### src/logic/video_defs.svh
`ifndef VIDEO_DEFS_SVH
`define VIDEO_DEFS_SVH

// line geometry, in clocks
`define H_DISPLAY 256
`define H_FRONT 7
`define H_SYNC 23
`define H_BACK 23
`define H_TOTAL 309

// frame geometry, in lines
`define V_DISPLAY 240
`define V_BOTTOM 14
`define V_SYNC 3
`define V_TOP 5
`define V_TOTAL 262

// slip counter constants
// a timer runs from its stop value up through 511 and wraps to 0
`define BALL_H_STOP 204
`define BALL_V_STOP 251
`define BALL_RESET_OFFSET 128
// stripe is drawn for the last four counts before the wrap
`define BALL_GFX_START 508
`define BALL_STEP 2

// edge collision rows and columns
`define COLLIDE_V_ROW 240
`define COLLIDE_H_COL 256
`define COLLIDE_H_ROW 255

`endif

### src/logic/video_timing_pkg.sv
package video_timing_pkg;

  // wide enough for both H_TOTAL and V_TOTAL
  localparam int POS_W = 9;

  // pixel column or line number
  typedef logic [POS_W-1:0] raster_pos_t;

  // phase within one line or one frame
  // the same sequence serves both axes
  typedef enum logic [1:0]
  {
    active,
    front_porch,
    sync_pulse,
    back_porch
  } line_phase_t;

endpackage

### src/logic/ball_pkg.sv
package ball_pkg;

  // slip counter width, wraps at 512
  localparam int TIMER_W = 9;

  typedef logic [TIMER_W-1:0] ball_timer_t;

  // sign of the move step added to a stop value
  typedef enum logic
  {
    dir_neg,
    dir_pos
  } move_dir_t;

  // colour bits, blue on top and red at the bottom
  typedef struct packed
  {
    logic blue;
    logic green;
    logic red;
  } rgb_t;

endpackage

### src/logic/raster_sync.sv
`timescale 1ns/10ps
`include "video_defs.svh"

module raster_sync
(
  input  logic                        ball_horiz_collide,
  input  logic                        reset,
  output video_timing_pkg::raster_pos_t hpos,
  output video_timing_pkg::raster_pos_t vpos,
  output logic                        display_on,
  output logic                        hsync_raw,
  output logic                        vsync_raw,
  output logic                        line_start,
  output logic                        frame_start
);

  import video_timing_pkg::*;

  // last position of each phase
  localparam raster_pos_t H_ACT_END  = raster_pos_t'(`H_DISPLAY - 1);
  localparam raster_pos_t H_FP_END   = raster_pos_t'(`H_DISPLAY + `H_FRONT - 1);
  localparam raster_pos_t H_SYNC_END = raster_pos_t'(`H_DISPLAY + `H_FRONT + `H_SYNC - 1);
  localparam raster_pos_t H_LAST     = raster_pos_t'(`H_TOTAL - 1);

  localparam raster_pos_t V_ACT_END  = raster_pos_t'(`V_DISPLAY - 1);
  localparam raster_pos_t V_FP_END   = raster_pos_t'(`V_DISPLAY + `V_BOTTOM - 1);
  localparam raster_pos_t V_SYNC_END = raster_pos_t'(`V_DISPLAY + `V_BOTTOM + `V_SYNC - 1);
  localparam raster_pos_t V_LAST     = raster_pos_t'(`V_TOTAL - 1);

  line_phase_t h_phase;
  line_phase_t h_phase_next;
  line_phase_t v_phase;
  line_phase_t v_phase_next;
  logic        h_last;

  assign h_last = (hpos == H_LAST);

  // phase steps on the last count of the current phase
  always_comb
  begin
    h_phase_next = h_phase;
    case (h_phase)
      active:      if (hpos == H_ACT_END)  h_phase_next = front_porch;
      front_porch: if (hpos == H_FP_END)   h_phase_next = sync_pulse;
      sync_pulse:  if (hpos == H_SYNC_END) h_phase_next = back_porch;
      back_porch:  if (h_last)             h_phase_next = active;
      default:     h_phase_next = active;
    endcase
  end

  always_comb
  begin
    v_phase_next = v_phase;
    case (v_phase)
      active:      if (vpos == V_ACT_END)  v_phase_next = front_porch;
      front_porch: if (vpos == V_FP_END)   v_phase_next = sync_pulse;
      sync_pulse:  if (vpos == V_SYNC_END) v_phase_next = back_porch;
      back_porch:  if (vpos == V_LAST)     v_phase_next = active;
      default:     v_phase_next = active;
    endcase
  end

  always_ff @(posedge ball_horiz_collide or posedge reset)
  begin
    if (reset)
    begin
      hpos    <= '0;
      vpos    <= '0;
      h_phase <= active;
      v_phase <= active;
    end
    else
    begin
      h_phase <= h_phase_next;
      if (h_last)
      begin
        hpos    <= '0;
        // vertical side only moves at the end of a line
        v_phase <= v_phase_next;
        if (vpos == V_LAST)
          vpos <= '0;
        else
          vpos <= vpos + 1'b1;
      end
      else
        hpos <= hpos + 1'b1;
    end
  end

  // syncs are active low
  assign hsync_raw   = (h_phase != sync_pulse);
  assign vsync_raw   = (v_phase != sync_pulse);
  assign display_on  = (h_phase == active) && (v_phase == active);
  assign line_start  = (hpos == '0);
  assign frame_start = line_start && (vpos == '0);

endmodule

### src/logic/ball_slip_timer.sv
`timescale 1ns/10ps
`include "video_defs.svh"

module ball_slip_timer
(
  input  logic                          ball_horiz_collide,
  input  logic                          reset,
  input  logic                          line_start,
  input  ball_pkg::move_dir_t           horiz_dir,
  input  ball_pkg::move_dir_t           vert_dir,
  input  video_timing_pkg::raster_pos_t hpos_in,
  input  video_timing_pkg::raster_pos_t vpos_in,
  input  logic                          display_in,
  input  logic                          hsync_in,
  input  logic                          vsync_in,
  output video_timing_pkg::raster_pos_t hpos,
  output video_timing_pkg::raster_pos_t vpos,
  output logic                          display_on,
  output logic                          hsync_raw,
  output logic                          vsync_raw,
  output logic                          ball_hgfx,
  output logic                          ball_vgfx
);

  import ball_pkg::*;

  localparam ball_timer_t H_STOP     = ball_timer_t'(`BALL_H_STOP);
  localparam ball_timer_t H_STOP_NEG = ball_timer_t'(`BALL_H_STOP - `BALL_STEP);
  localparam ball_timer_t H_STOP_POS = ball_timer_t'(`BALL_H_STOP + `BALL_STEP);
  localparam ball_timer_t V_STOP_NEG = ball_timer_t'(`BALL_V_STOP - `BALL_STEP);
  localparam ball_timer_t V_STOP_POS = ball_timer_t'(`BALL_V_STOP + `BALL_STEP);
  localparam ball_timer_t H_RESET    = ball_timer_t'(`BALL_H_STOP - `BALL_RESET_OFFSET);
  localparam ball_timer_t V_RESET    = ball_timer_t'(`BALL_V_STOP - `BALL_RESET_OFFSET);
  localparam ball_timer_t GFX_START  = ball_timer_t'(`BALL_GFX_START);

  ball_timer_t htimer;
  ball_timer_t vtimer;
  ball_timer_t h_reload;
  ball_timer_t v_reload;

  // the step only slips the horizontal timer on the line where vtimer sits at zero,
  // so the ball moves once per frame
  always_comb
  begin
    if (vtimer == '0)
      h_reload = (horiz_dir == dir_neg) ? H_STOP_NEG : H_STOP_POS;
    else
      h_reload = H_STOP;
    v_reload = (vert_dir == dir_neg) ? V_STOP_NEG : V_STOP_POS;
  end

  always_ff @(posedge ball_horiz_collide or posedge reset)
  begin
    if (reset)
    begin
      htimer <= H_RESET;
      vtimer <= V_RESET;
    end
    else
    begin
      if (htimer == '0)
        htimer <= h_reload;
      else
        htimer <= htimer + 1'b1;

      // one vertical count per line
      if (line_start)
      begin
        if (vtimer == '0)
          vtimer <= v_reload;
        else
          vtimer <= vtimer + 1'b1;
      end
    end
  end

  // stage 2 register, stripes stay lined up with the raster
  always_ff @(posedge ball_horiz_collide or posedge reset)
  begin
    if (reset)
    begin
      hpos       <= '0;
      vpos       <= '0;
      display_on <= 1'b0;
      hsync_raw  <= 1'b1;
      vsync_raw  <= 1'b1;
      ball_hgfx  <= 1'b0;
      ball_vgfx  <= 1'b0;
    end
    else
    begin
      hpos       <= hpos_in;
      vpos       <= vpos_in;
      display_on <= display_in;
      hsync_raw  <= hsync_in;
      vsync_raw  <= vsync_in;
      ball_hgfx  <= (htimer >= GFX_START);
      ball_vgfx  <= (vtimer >= GFX_START);
    end
  end

endmodule

### src/logic/bounce_control.sv
`timescale 1ns/10ps
`include "video_defs.svh"

module bounce_control
(
  input  logic                          ball_horiz_collide,
  input  logic                          reset,
  input  video_timing_pkg::raster_pos_t hpos,
  input  video_timing_pkg::raster_pos_t vpos,
  input  logic                          ball_hgfx,
  input  logic                          ball_vgfx,
  output ball_pkg::move_dir_t           horiz_dir,
  output ball_pkg::move_dir_t           vert_dir
);

  import ball_pkg::*;

  logic vert_hit;
  logic horiz_hit;
  logic vert_hit_q;
  logic horiz_hit_q;

  // vertical stripe reaching the bottom rows
  assign vert_hit = ball_vgfx && (vpos >= `COLLIDE_V_ROW);

  // horizontal stripe past the right edge, sampled on a single row
  assign horiz_hit = ball_hgfx && (hpos >= `COLLIDE_H_COL) && (vpos == `COLLIDE_H_ROW);

  always_ff @(posedge ball_horiz_collide or posedge reset)
  begin
    if (reset)
    begin
      vert_hit_q  <= 1'b0;
      horiz_hit_q <= 1'b0;
      horiz_dir   <= dir_neg;
      vert_dir    <= dir_pos;
    end
    else
    begin
      vert_hit_q  <= vert_hit;
      horiz_hit_q <= horiz_hit;

      // reverse once per rising edge of a hit
      if (vert_hit && !vert_hit_q)
        vert_dir <= (vert_dir == dir_neg) ? dir_pos : dir_neg;
      if (horiz_hit && !horiz_hit_q)
        horiz_dir <= (horiz_dir == dir_neg) ? dir_pos : dir_neg;
    end
  end

endmodule

### src/logic/pixel_mixer.sv
`timescale 1ns/10ps

module pixel_mixer
(
  input  logic                          ball_horiz_collide,
  input  logic                          reset,
  input  video_timing_pkg::raster_pos_t hpos,
  input  video_timing_pkg::raster_pos_t vpos,
  input  logic                          display_on,
  input  logic                          hsync_raw,
  input  logic                          vsync_raw,
  input  logic                          ball_hgfx,
  input  logic                          ball_vgfx,
  output logic                          hsync,
  output logic                          vsync,
  output ball_pkg::rgb_t                rgb
);

  import ball_pkg::*;

  logic grid_gfx;
  logic ball_gfx;
  rgb_t rgb_next;

  // dot every 8 pixels on every 8th line
  assign grid_gfx = (hpos[2:0] == 3'd0) && (vpos[2:0] == 3'd0);

  // the ball is where both stripes cross, drawn white
  assign ball_gfx = ball_hgfx && ball_vgfx;

  assign rgb_next.red   = display_on && ball_hgfx;
  assign rgb_next.green = display_on && (grid_gfx || ball_gfx);
  assign rgb_next.blue  = display_on && ball_vgfx;

  // stage 3 output register
  always_ff @(posedge ball_horiz_collide or posedge reset)
  begin
    if (reset)
    begin
      hsync <= 1'b1;
      vsync <= 1'b1;
      rgb   <= '0;
    end
    else
    begin
      hsync <= hsync_raw;
      vsync <= vsync_raw;
      rgb   <= rgb_next;
    end
  end

endmodule

### src/logic/ball_video_top.sv
`timescale 1ns/10ps

module ball_video_top
(
  input  logic           ball_horiz_collide,
  input  logic           reset,
  output logic           hsync,
  output logic           vsync,
  output ball_pkg::rgb_t rgb
);

  import video_timing_pkg::*;
  import ball_pkg::*;

  // stage 1 raster
  raster_pos_t s1_hpos;
  raster_pos_t s1_vpos;
  logic        s1_display_on;
  logic        s1_hsync_raw;
  logic        s1_vsync_raw;
  logic        line_start;
  // frame marker, watched by the bound checks
  logic        frame_start;

  // stage 2, one clock later
  raster_pos_t s2_hpos;
  raster_pos_t s2_vpos;
  logic        s2_display_on;
  logic        s2_hsync_raw;
  logic        s2_vsync_raw;
  logic        ball_hgfx;
  logic        ball_vgfx;

  move_dir_t   horiz_dir;
  move_dir_t   vert_dir;

  raster_sync i_raster_sync
  (
    .ball_horiz_collide (ball_horiz_collide),
    .reset              (reset),
    .hpos               (s1_hpos),
    .vpos               (s1_vpos),
    .display_on         (s1_display_on),
    .hsync_raw          (s1_hsync_raw),
    .vsync_raw          (s1_vsync_raw),
    .line_start         (line_start),
    .frame_start        (frame_start)
  );

  ball_slip_timer i_ball_slip_timer
  (
    .ball_horiz_collide (ball_horiz_collide),
    .reset              (reset),
    .line_start         (line_start),
    .horiz_dir          (horiz_dir),
    .vert_dir           (vert_dir),
    .hpos_in            (s1_hpos),
    .vpos_in            (s1_vpos),
    .display_in         (s1_display_on),
    .hsync_in           (s1_hsync_raw),
    .vsync_in           (s1_vsync_raw),
    .hpos               (s2_hpos),
    .vpos               (s2_vpos),
    .display_on         (s2_display_on),
    .hsync_raw          (s2_hsync_raw),
    .vsync_raw          (s2_vsync_raw),
    .ball_hgfx          (ball_hgfx),
    .ball_vgfx          (ball_vgfx)
  );

  bounce_control i_bounce_control
  (
    .ball_horiz_collide (ball_horiz_collide),
    .reset              (reset),
    .hpos               (s2_hpos),
    .vpos               (s2_vpos),
    .ball_hgfx          (ball_hgfx),
    .ball_vgfx          (ball_vgfx),
    .horiz_dir          (horiz_dir),
    .vert_dir           (vert_dir)
  );

  pixel_mixer i_pixel_mixer
  (
    .ball_horiz_collide (ball_horiz_collide),
    .reset              (reset),
    .hpos               (s2_hpos),
    .vpos               (s2_vpos),
    .display_on         (s2_display_on),
    .hsync_raw          (s2_hsync_raw),
    .vsync_raw          (s2_vsync_raw),
    .ball_hgfx          (ball_hgfx),
    .ball_vgfx          (ball_vgfx),
    .hsync              (hsync),
    .vsync              (vsync),
    .rgb                (rgb)
  );

endmodule

### config.mk
export PLATFORM = sky130hd
export DESIGN_NAME = ball_video_top
export DESIGN_NICKNAME = d
export VERILOG_FILES = /design/src/logic/video_timing_pkg.sv /design/src/logic/ball_pkg.sv /design/src/logic/raster_sync.sv /design/src/logic/ball_slip_timer.sv /design/src/logic/bounce_control.sv /design/src/logic/pixel_mixer.sv /design/src/logic/ball_video_top.sv
export VERILOG_INCLUDE_DIRS = /design/src /design/src/logic
export SDC_FILE = /design/constraint.sdc
export NUM_CORES = 1
export LEC_CHECK = 0
export ABC_AREA = 1
export BUFFER_PORTS_ARGS = -buffer_cell sky130_fd_sc_hd__buf_2
export CAP_MARGIN = 30
export CORE_MARGIN = 3
export CORE_UTILIZATION = 50
export CTS_CLUSTER_SIZE = 8
export DETAILED_ROUTE_END_ITERATION = 16
export PLACE_DENSITY = 0.72
export SLEW_MARGIN = 25
export SYNTH_ARGS = -nofsm -noshare
export SYNTH_HDL_FRONTEND = slang
export SYNTH_SLANG_ARGS = --single-unit
### constraint.sdc
create_clock -name ball_horiz_collide -period 3.55 [get_ports ball_horiz_collide]
set_clock_uncertainty 0.15 [all_clocks]
set_input_delay 0.5325 -clock ball_horiz_collide [delete_from_list [all_inputs] [get_ports ball_horiz_collide]]
set_output_delay 0.5325 -clock ball_horiz_collide [all_outputs]
set_load 0.02 [all_outputs]
# Yosys cells after proc, flatten, opt, wreduce, memory -nomap -nowiden
# Cells that the tools add are included.
dict set report classes {
  eq_ne 25
  magnitude_cmp 4
  n_reduce_logical 23
  muxes 19
  addsub 4
}
# operator count
set op_table {}
lappend op_table {{== test 9 bit, second input constant} 5}
lappend op_table {{2-to-1 mux 9 bit} 5}
lappend op_table {{adder 9 x 1 -> 9 bit, second input constant} 4}
lappend op_table {{== test 9 x 8 -> 1 bit, second input constant} 4}
lappend op_table {{greater-or-equal comparator 9 bit, second input constant} 3}
lappend op_table {{zero test 9 bit} 3}
lappend op_table {{2-to-1 mux 2 bit} 8}
lappend op_table {{inequality test 2 x 1 -> 1 bit, second input constant} 8}
lappend op_table {{case mux 2 bit (4 select lines)} 2}
lappend op_table {{logical AND 1 bit} 11}
lappend op_table {{greater-or-equal comparator 9 x 8 -> 1 bit, second input constant} 1}
lappend op_table {{== test 2 bit, second input constant} 4}
lappend op_table {{zero test 3 bit} 2}
lappend op_table {{2-to-1 mux 3 bit} 2}
lappend op_table {{AND reduction 5 bit} 1}
lappend op_table {{== test 2 x 1 -> 1 bit, second input constant} 2}
lappend op_table {{zero test 2 bit} 2}
lappend op_table {{inequality test 2 bit, second input constant} 2}
lappend op_table {{AND reduction 4 bit} 1}
lappend op_table {{zero test 1 bit} 2}
lappend op_table {{2-to-1 mux 1 bit} 2}
lappend op_table {{logical OR 1 bit} 1}
dict set report totals {
  out_inout_bits 5
  reg_bits 72
  in_bits 2
  word_cells 97
}

# Logic depth before layout (Yosys ltp)
dict set report logic_depth {
  ltp_word 4
  depth_mapped 11
  depth_no_buf 11
}

# Modules after synthesis
# From an unflattened synthesis, not the netlist that was laid out.
dict set report unflattened {
  cells_unflattened 437
  area_unflattened_um2 3729.8
}
# module cells_each instances area_each_um2
set modules_own_cells {}
lappend modules_own_cells {ball_slip_timer 165 1 1659.1}
lappend modules_own_cells {raster_sync 211 1 1601.5}
lappend modules_own_cells {bounce_control 38 1 274.0}
lappend modules_own_cells {pixel_mixer 23 1 195.2}

# Worst setup path before layout
# OpenSTA, ideal clock, no wires.
dict set report synth_path {
  path_type {reg-to-reg}
  from {reg i_raster_sync.hpos[0]}
  to {reg i_raster_sync.h_phase[0]}
  setup_ns 0.117
  path_stages_with_launch 12
  arrival_ns 1.504
  n_path_buf 0
  t_required_ns 3.283
  setup_slack_ns 1.779
  period_less_slack_ns 1.771
  path_cell_list {dfrtp_1 -> ha_1 -> nand2_1 -> nor2_1 -> inv_1 -> nor4_1 -> ha_1 -> nor2_1 -> a21oi_1 -> nand2_1 -> nand2_1 -> nand2_1}
}
dict set report synth_between {
  elab_chain_len 3
  word_cells_on_any_way 9
}
# item line
set synth_lines {}
lappend synth_lines {{from (decl)} raster_sync.sv:8} ;# output video_timing_pkg::raster_pos_t hpos,
lappend synth_lines {{from (signal assigned)} raster_sync.sv:86} ;# hpos <= hpos + 1'b1;
lappend synth_lines {{== test 9 x 8 -> 1 bit, or another cell as far along} raster_sync.sv:43} ;# active: if (hpos == H_ACT_END) h_phase_next = front_porch;
lappend synth_lines {{inequality test 2 x 1 -> 1 bit (no source line)} -}
lappend synth_lines {{AND reduction 4 bit (no source line) (*)} -}
lappend synth_lines {{to (signal assigned)} raster_sync.sv:69} ;# h_phase <= active;
lappend synth_lines {{to (signal assigned)} raster_sync.sv:74} ;# h_phase <= h_phase_next;
lappend synth_lines {{to (decl)} raster_sync.sv:30} ;# line_phase_t h_phase;
# Every way passes the cells marked *; elsewhere a longest branch is shown, timed or not.
# A chain may end at the register's enable or synchronous reset.

# Final worst setup path
# Ends and elaborated chain as after synthesis.

==> impl_metrics.tcl <==
set metrics [dict create \
    antenna_found_initial 0 \
    synth_area_leaders "dfrtp_1, dfstp_2, nand2_1" \
    start_util_pct 53.5 \
    syn_nets 399 \
    grt_pass1_wl_um 10100 \
    hold_path_class "primary input to async pin" \
    drt_iter0_drc 89 \
    r2r-end "i_raster_sync.h_phase[0]" \
    track_usage_pct 17.2 \
    die-width_um 87.2 \
    maxCapViolCount 0 \
    cp.depth 11 \
    ys_seq_area_share_pct 51.4 \
    timing.final.crit_period_ns 1.98 \
    overflow 0 \
    timing.rr.start "i_raster_sync.hpos[0]" \
    ys.flop_type "dfrtp_1" \
    crit_top_cell "nand2_1" \
    rrSetupSlack_ns 1.57 \
    row_count 28 \
    drv_slew 0 \
    cp_top_family "simple AND/OR/NAND/NOR gates" \
    status "complete, no violations" \
    antenna_cells 0 \
    wire_per_inst_um 12.0 \
    dp_slack_ns 1.59 \
    route.detailed.drc 0 \
    final.period_utilization_pct 55.7 \
    clk-insertion-delay-late_ns 0.34 \
    rsz0062_at_grt "false" \
    antenna_left 0 \
    synth-seq-cells 67 \
    dieHeight_um 87.2 \
    syn-cell-area_mm2 0.00330 \
    syn_to_final_growth_pct 10.6 \
    worstPathRequired_ns 3.63 \
    finalSetupViolCount 0 \
    crit_arrival_ns 2.06 \
    worst_setup_path_start_kind "flop" \
    critical_path_class "flop to flop" \
    yosysTopAreaCell "dfrtp_1" \
    synth_edf_count 0 \
    cp_cell_sequence "ha_1, nand2_1, nor2_1, inv_1, nor4_1, ha_1, nor2_1, a21oi_1, nand2_1, nand2_1, nand2_1" \
    drt_first_pass_iters 6 \
    worst_slack_ns 1.57 \
    grt_max_degree 26 \
    crit_path_end_kind "flop" \
    fmax_ghz 0.506 \
    max_slew_margin_pct 61.9 \
    reg2reg_depth 11 \
    critical_path.startpoint "i_raster_sync.hpos[0]" \
    cts_tree "yes" \
    postSynthAreaPerCell_um2 8.75 \
    nets 416 \
    dp_hpwl_um 4190 \
    post_cts_buffers 0 \
    cts-root-buf "clkbuf_8" \
    critPathMaxFanout 6 \
    portBuffers 6 \
    clock-sinks 67 \
    drive_above_1_share_pct 13.5 \
    async_flop_share_pct 100 \
    synthDominantCellAreaShare_pct 40.2 \
    fin_tns_setup_ns 0 \
    critPathSlowestCell "dfrtp_1" \
    num_io_pins 7 \
    synthCells 377 \
    yosysUniqueCellTypes 31 \
    finalHoldViolCount 0 \
    path_buf_inv 1 \
    core-area_mm2 0.00617 \
    gp_congestion 0.831 \
    max_stage_delay_ns 0.43 \
    p_leak_nw 1.85 \
    cts_resized 0 \
    clkSlewWorstSetupHoldPaths_ns 0.08 \
    yosys_warnings 0 \
    worst_pin_slew_ns 0.567 \
    routed_wl_um 5680 \
    vias_per_cell 5.01 \
    power_density_mw_per_mm2 408 \
    htree_levels 3 \
    vdd_drop_max_uv 279 \
    ctsLongestPathBuffers 2 \
    routed-via-count 2375 \
    hold_buffers 0 \
    fill_cells 551 \
    die-area_mm2 0.00760 \
    numCtsBuffers 9 \
    grt_pass1_vias 2330 \
]
## final cells by class
cell class / instances / area [um^2] / share of cell area, %
sequential: 67 / 1690 / 46.5
clock buffer: 12 / 145 / 3.98
tap: 75 / 93.8 / 2.57
multi-input combinational: 247 / 1350 / 36.9
timing repair buffer: 9 / 65.1 / 1.79
inverter: 60 / 228 / 6.25
clock inverter: 4 / 73.8 / 2.03
## worst max-delay path by stage
stage | end | slack [ns]
after floorplan | i_ball_slip_timer.ball_hgfx | 1.21
after global placement | i_raster_sync.h_phase[1] | 1.66
after detailed placement | i_raster_sync.h_phase[0] | 1.59
after CTS | i_raster_sync.h_phase[0] | 1.58
after global routing | i_raster_sync.h_phase[0] | 1.31
final | i_raster_sync.h_phase[0] | 1.57
## power breakdown
group	total [mW]	internal (mW)	switching (mW)
clock	0.703	0.417	0.286
combinational	0.0190	0.00413	0.0149
sequential	0.764	0.764	0
total	1.49	1.18	0.301
## registers in the layout, summed over array words and instances (netlist names)
register                      cells
i_ball_slip_timer.htimer          9
i_bounce_control.horiz_dir        1
i_pixel_mixer.rgb                 3
i_bounce_control.vert_hit_q       1
i_pixel_mixer.hsync               1
i_ball_slip_timer.ball_hgfx       1
i_ball_slip_timer.vpos            9
i_ball_slip_timer.display_on      1
i_ball_slip_timer.ball_vgfx       1
i_ball_slip_timer.vsync_raw       1
i_pixel_mixer.vsync               1
i_raster_sync.hpos                9
i_raster_sync.v_phase             2
i_bounce_control.horiz_hit_q      1
i_ball_slip_timer.hpos            4
i_ball_slip_timer.hsync_raw       1
i_bounce_control.vert_dir         1
i_raster_sync.h_phase             2
i_ball_slip_timer.vtimer          9
i_raster_sync.vpos                9
## stage by stage
step	total power, mW	cell area (um^2)	cells	hold slack [ns]	util (%)
6_report	1.49	3640	474	0.0556	59.1
5_1_grt	1.54	3640	474	0.0808	59.1
4_1_cts	1.50	3640	474	0.0607	59.1
3_5_place_dp	0.798	3430	458	0.198	55.6
3_3_place_gp	0.795	3410	457	0.196	55.2
2_1_floorplan	0.789	3300	377	0.195	-
## cells in the mapped netlist (all sizes together), types with 2 or more instances
cell type / count
or2: 2
a21oi: 7
nand2: 82
buf: 3
nor2: 54
inv: 60
xnor2: 5
ha: 20
nand3: 32
o21ai: 13
dfstp: 14
nand4: 8
dfrtp: 53
xor2: 8
nor3: 11
## per-layer routing
metal,vias up,share of wire [%],track usage [%]
li1,1206,-,-
met1,1130,47,21.9
met2,32,48,27.7
met3,7,3.8,6.34
met4,0,1.3,4.46
met5,-,0,0
## cell families after synthesis
group,count (synthesis),share of synthesized area (%)
simple gates,191,26.0
xor+xnor,13,3.45
fa+ha+maj,20,7.59
flops,67,51.4
compound gates,23,3.80
buf+inv,63,7.82
## placed cells by master, fill, tap and decap left out, drive strengths merged
master	instances
xor2	8
ha	20
xnor2	5
nand2	82
buf	9
nor4	1
a32o	1
dfrtp	53
o21a	1
a21oi	7
or2	2
o21bai	1
clkinv	1
nand3	32
dfstp	14
inv	61
nand3b	1
o21ai	13
nor2	54
bufinv	2
nor3	11
clkbuf	12
nand4	8
Note: power is estimated with default switching activity, not from simulation.
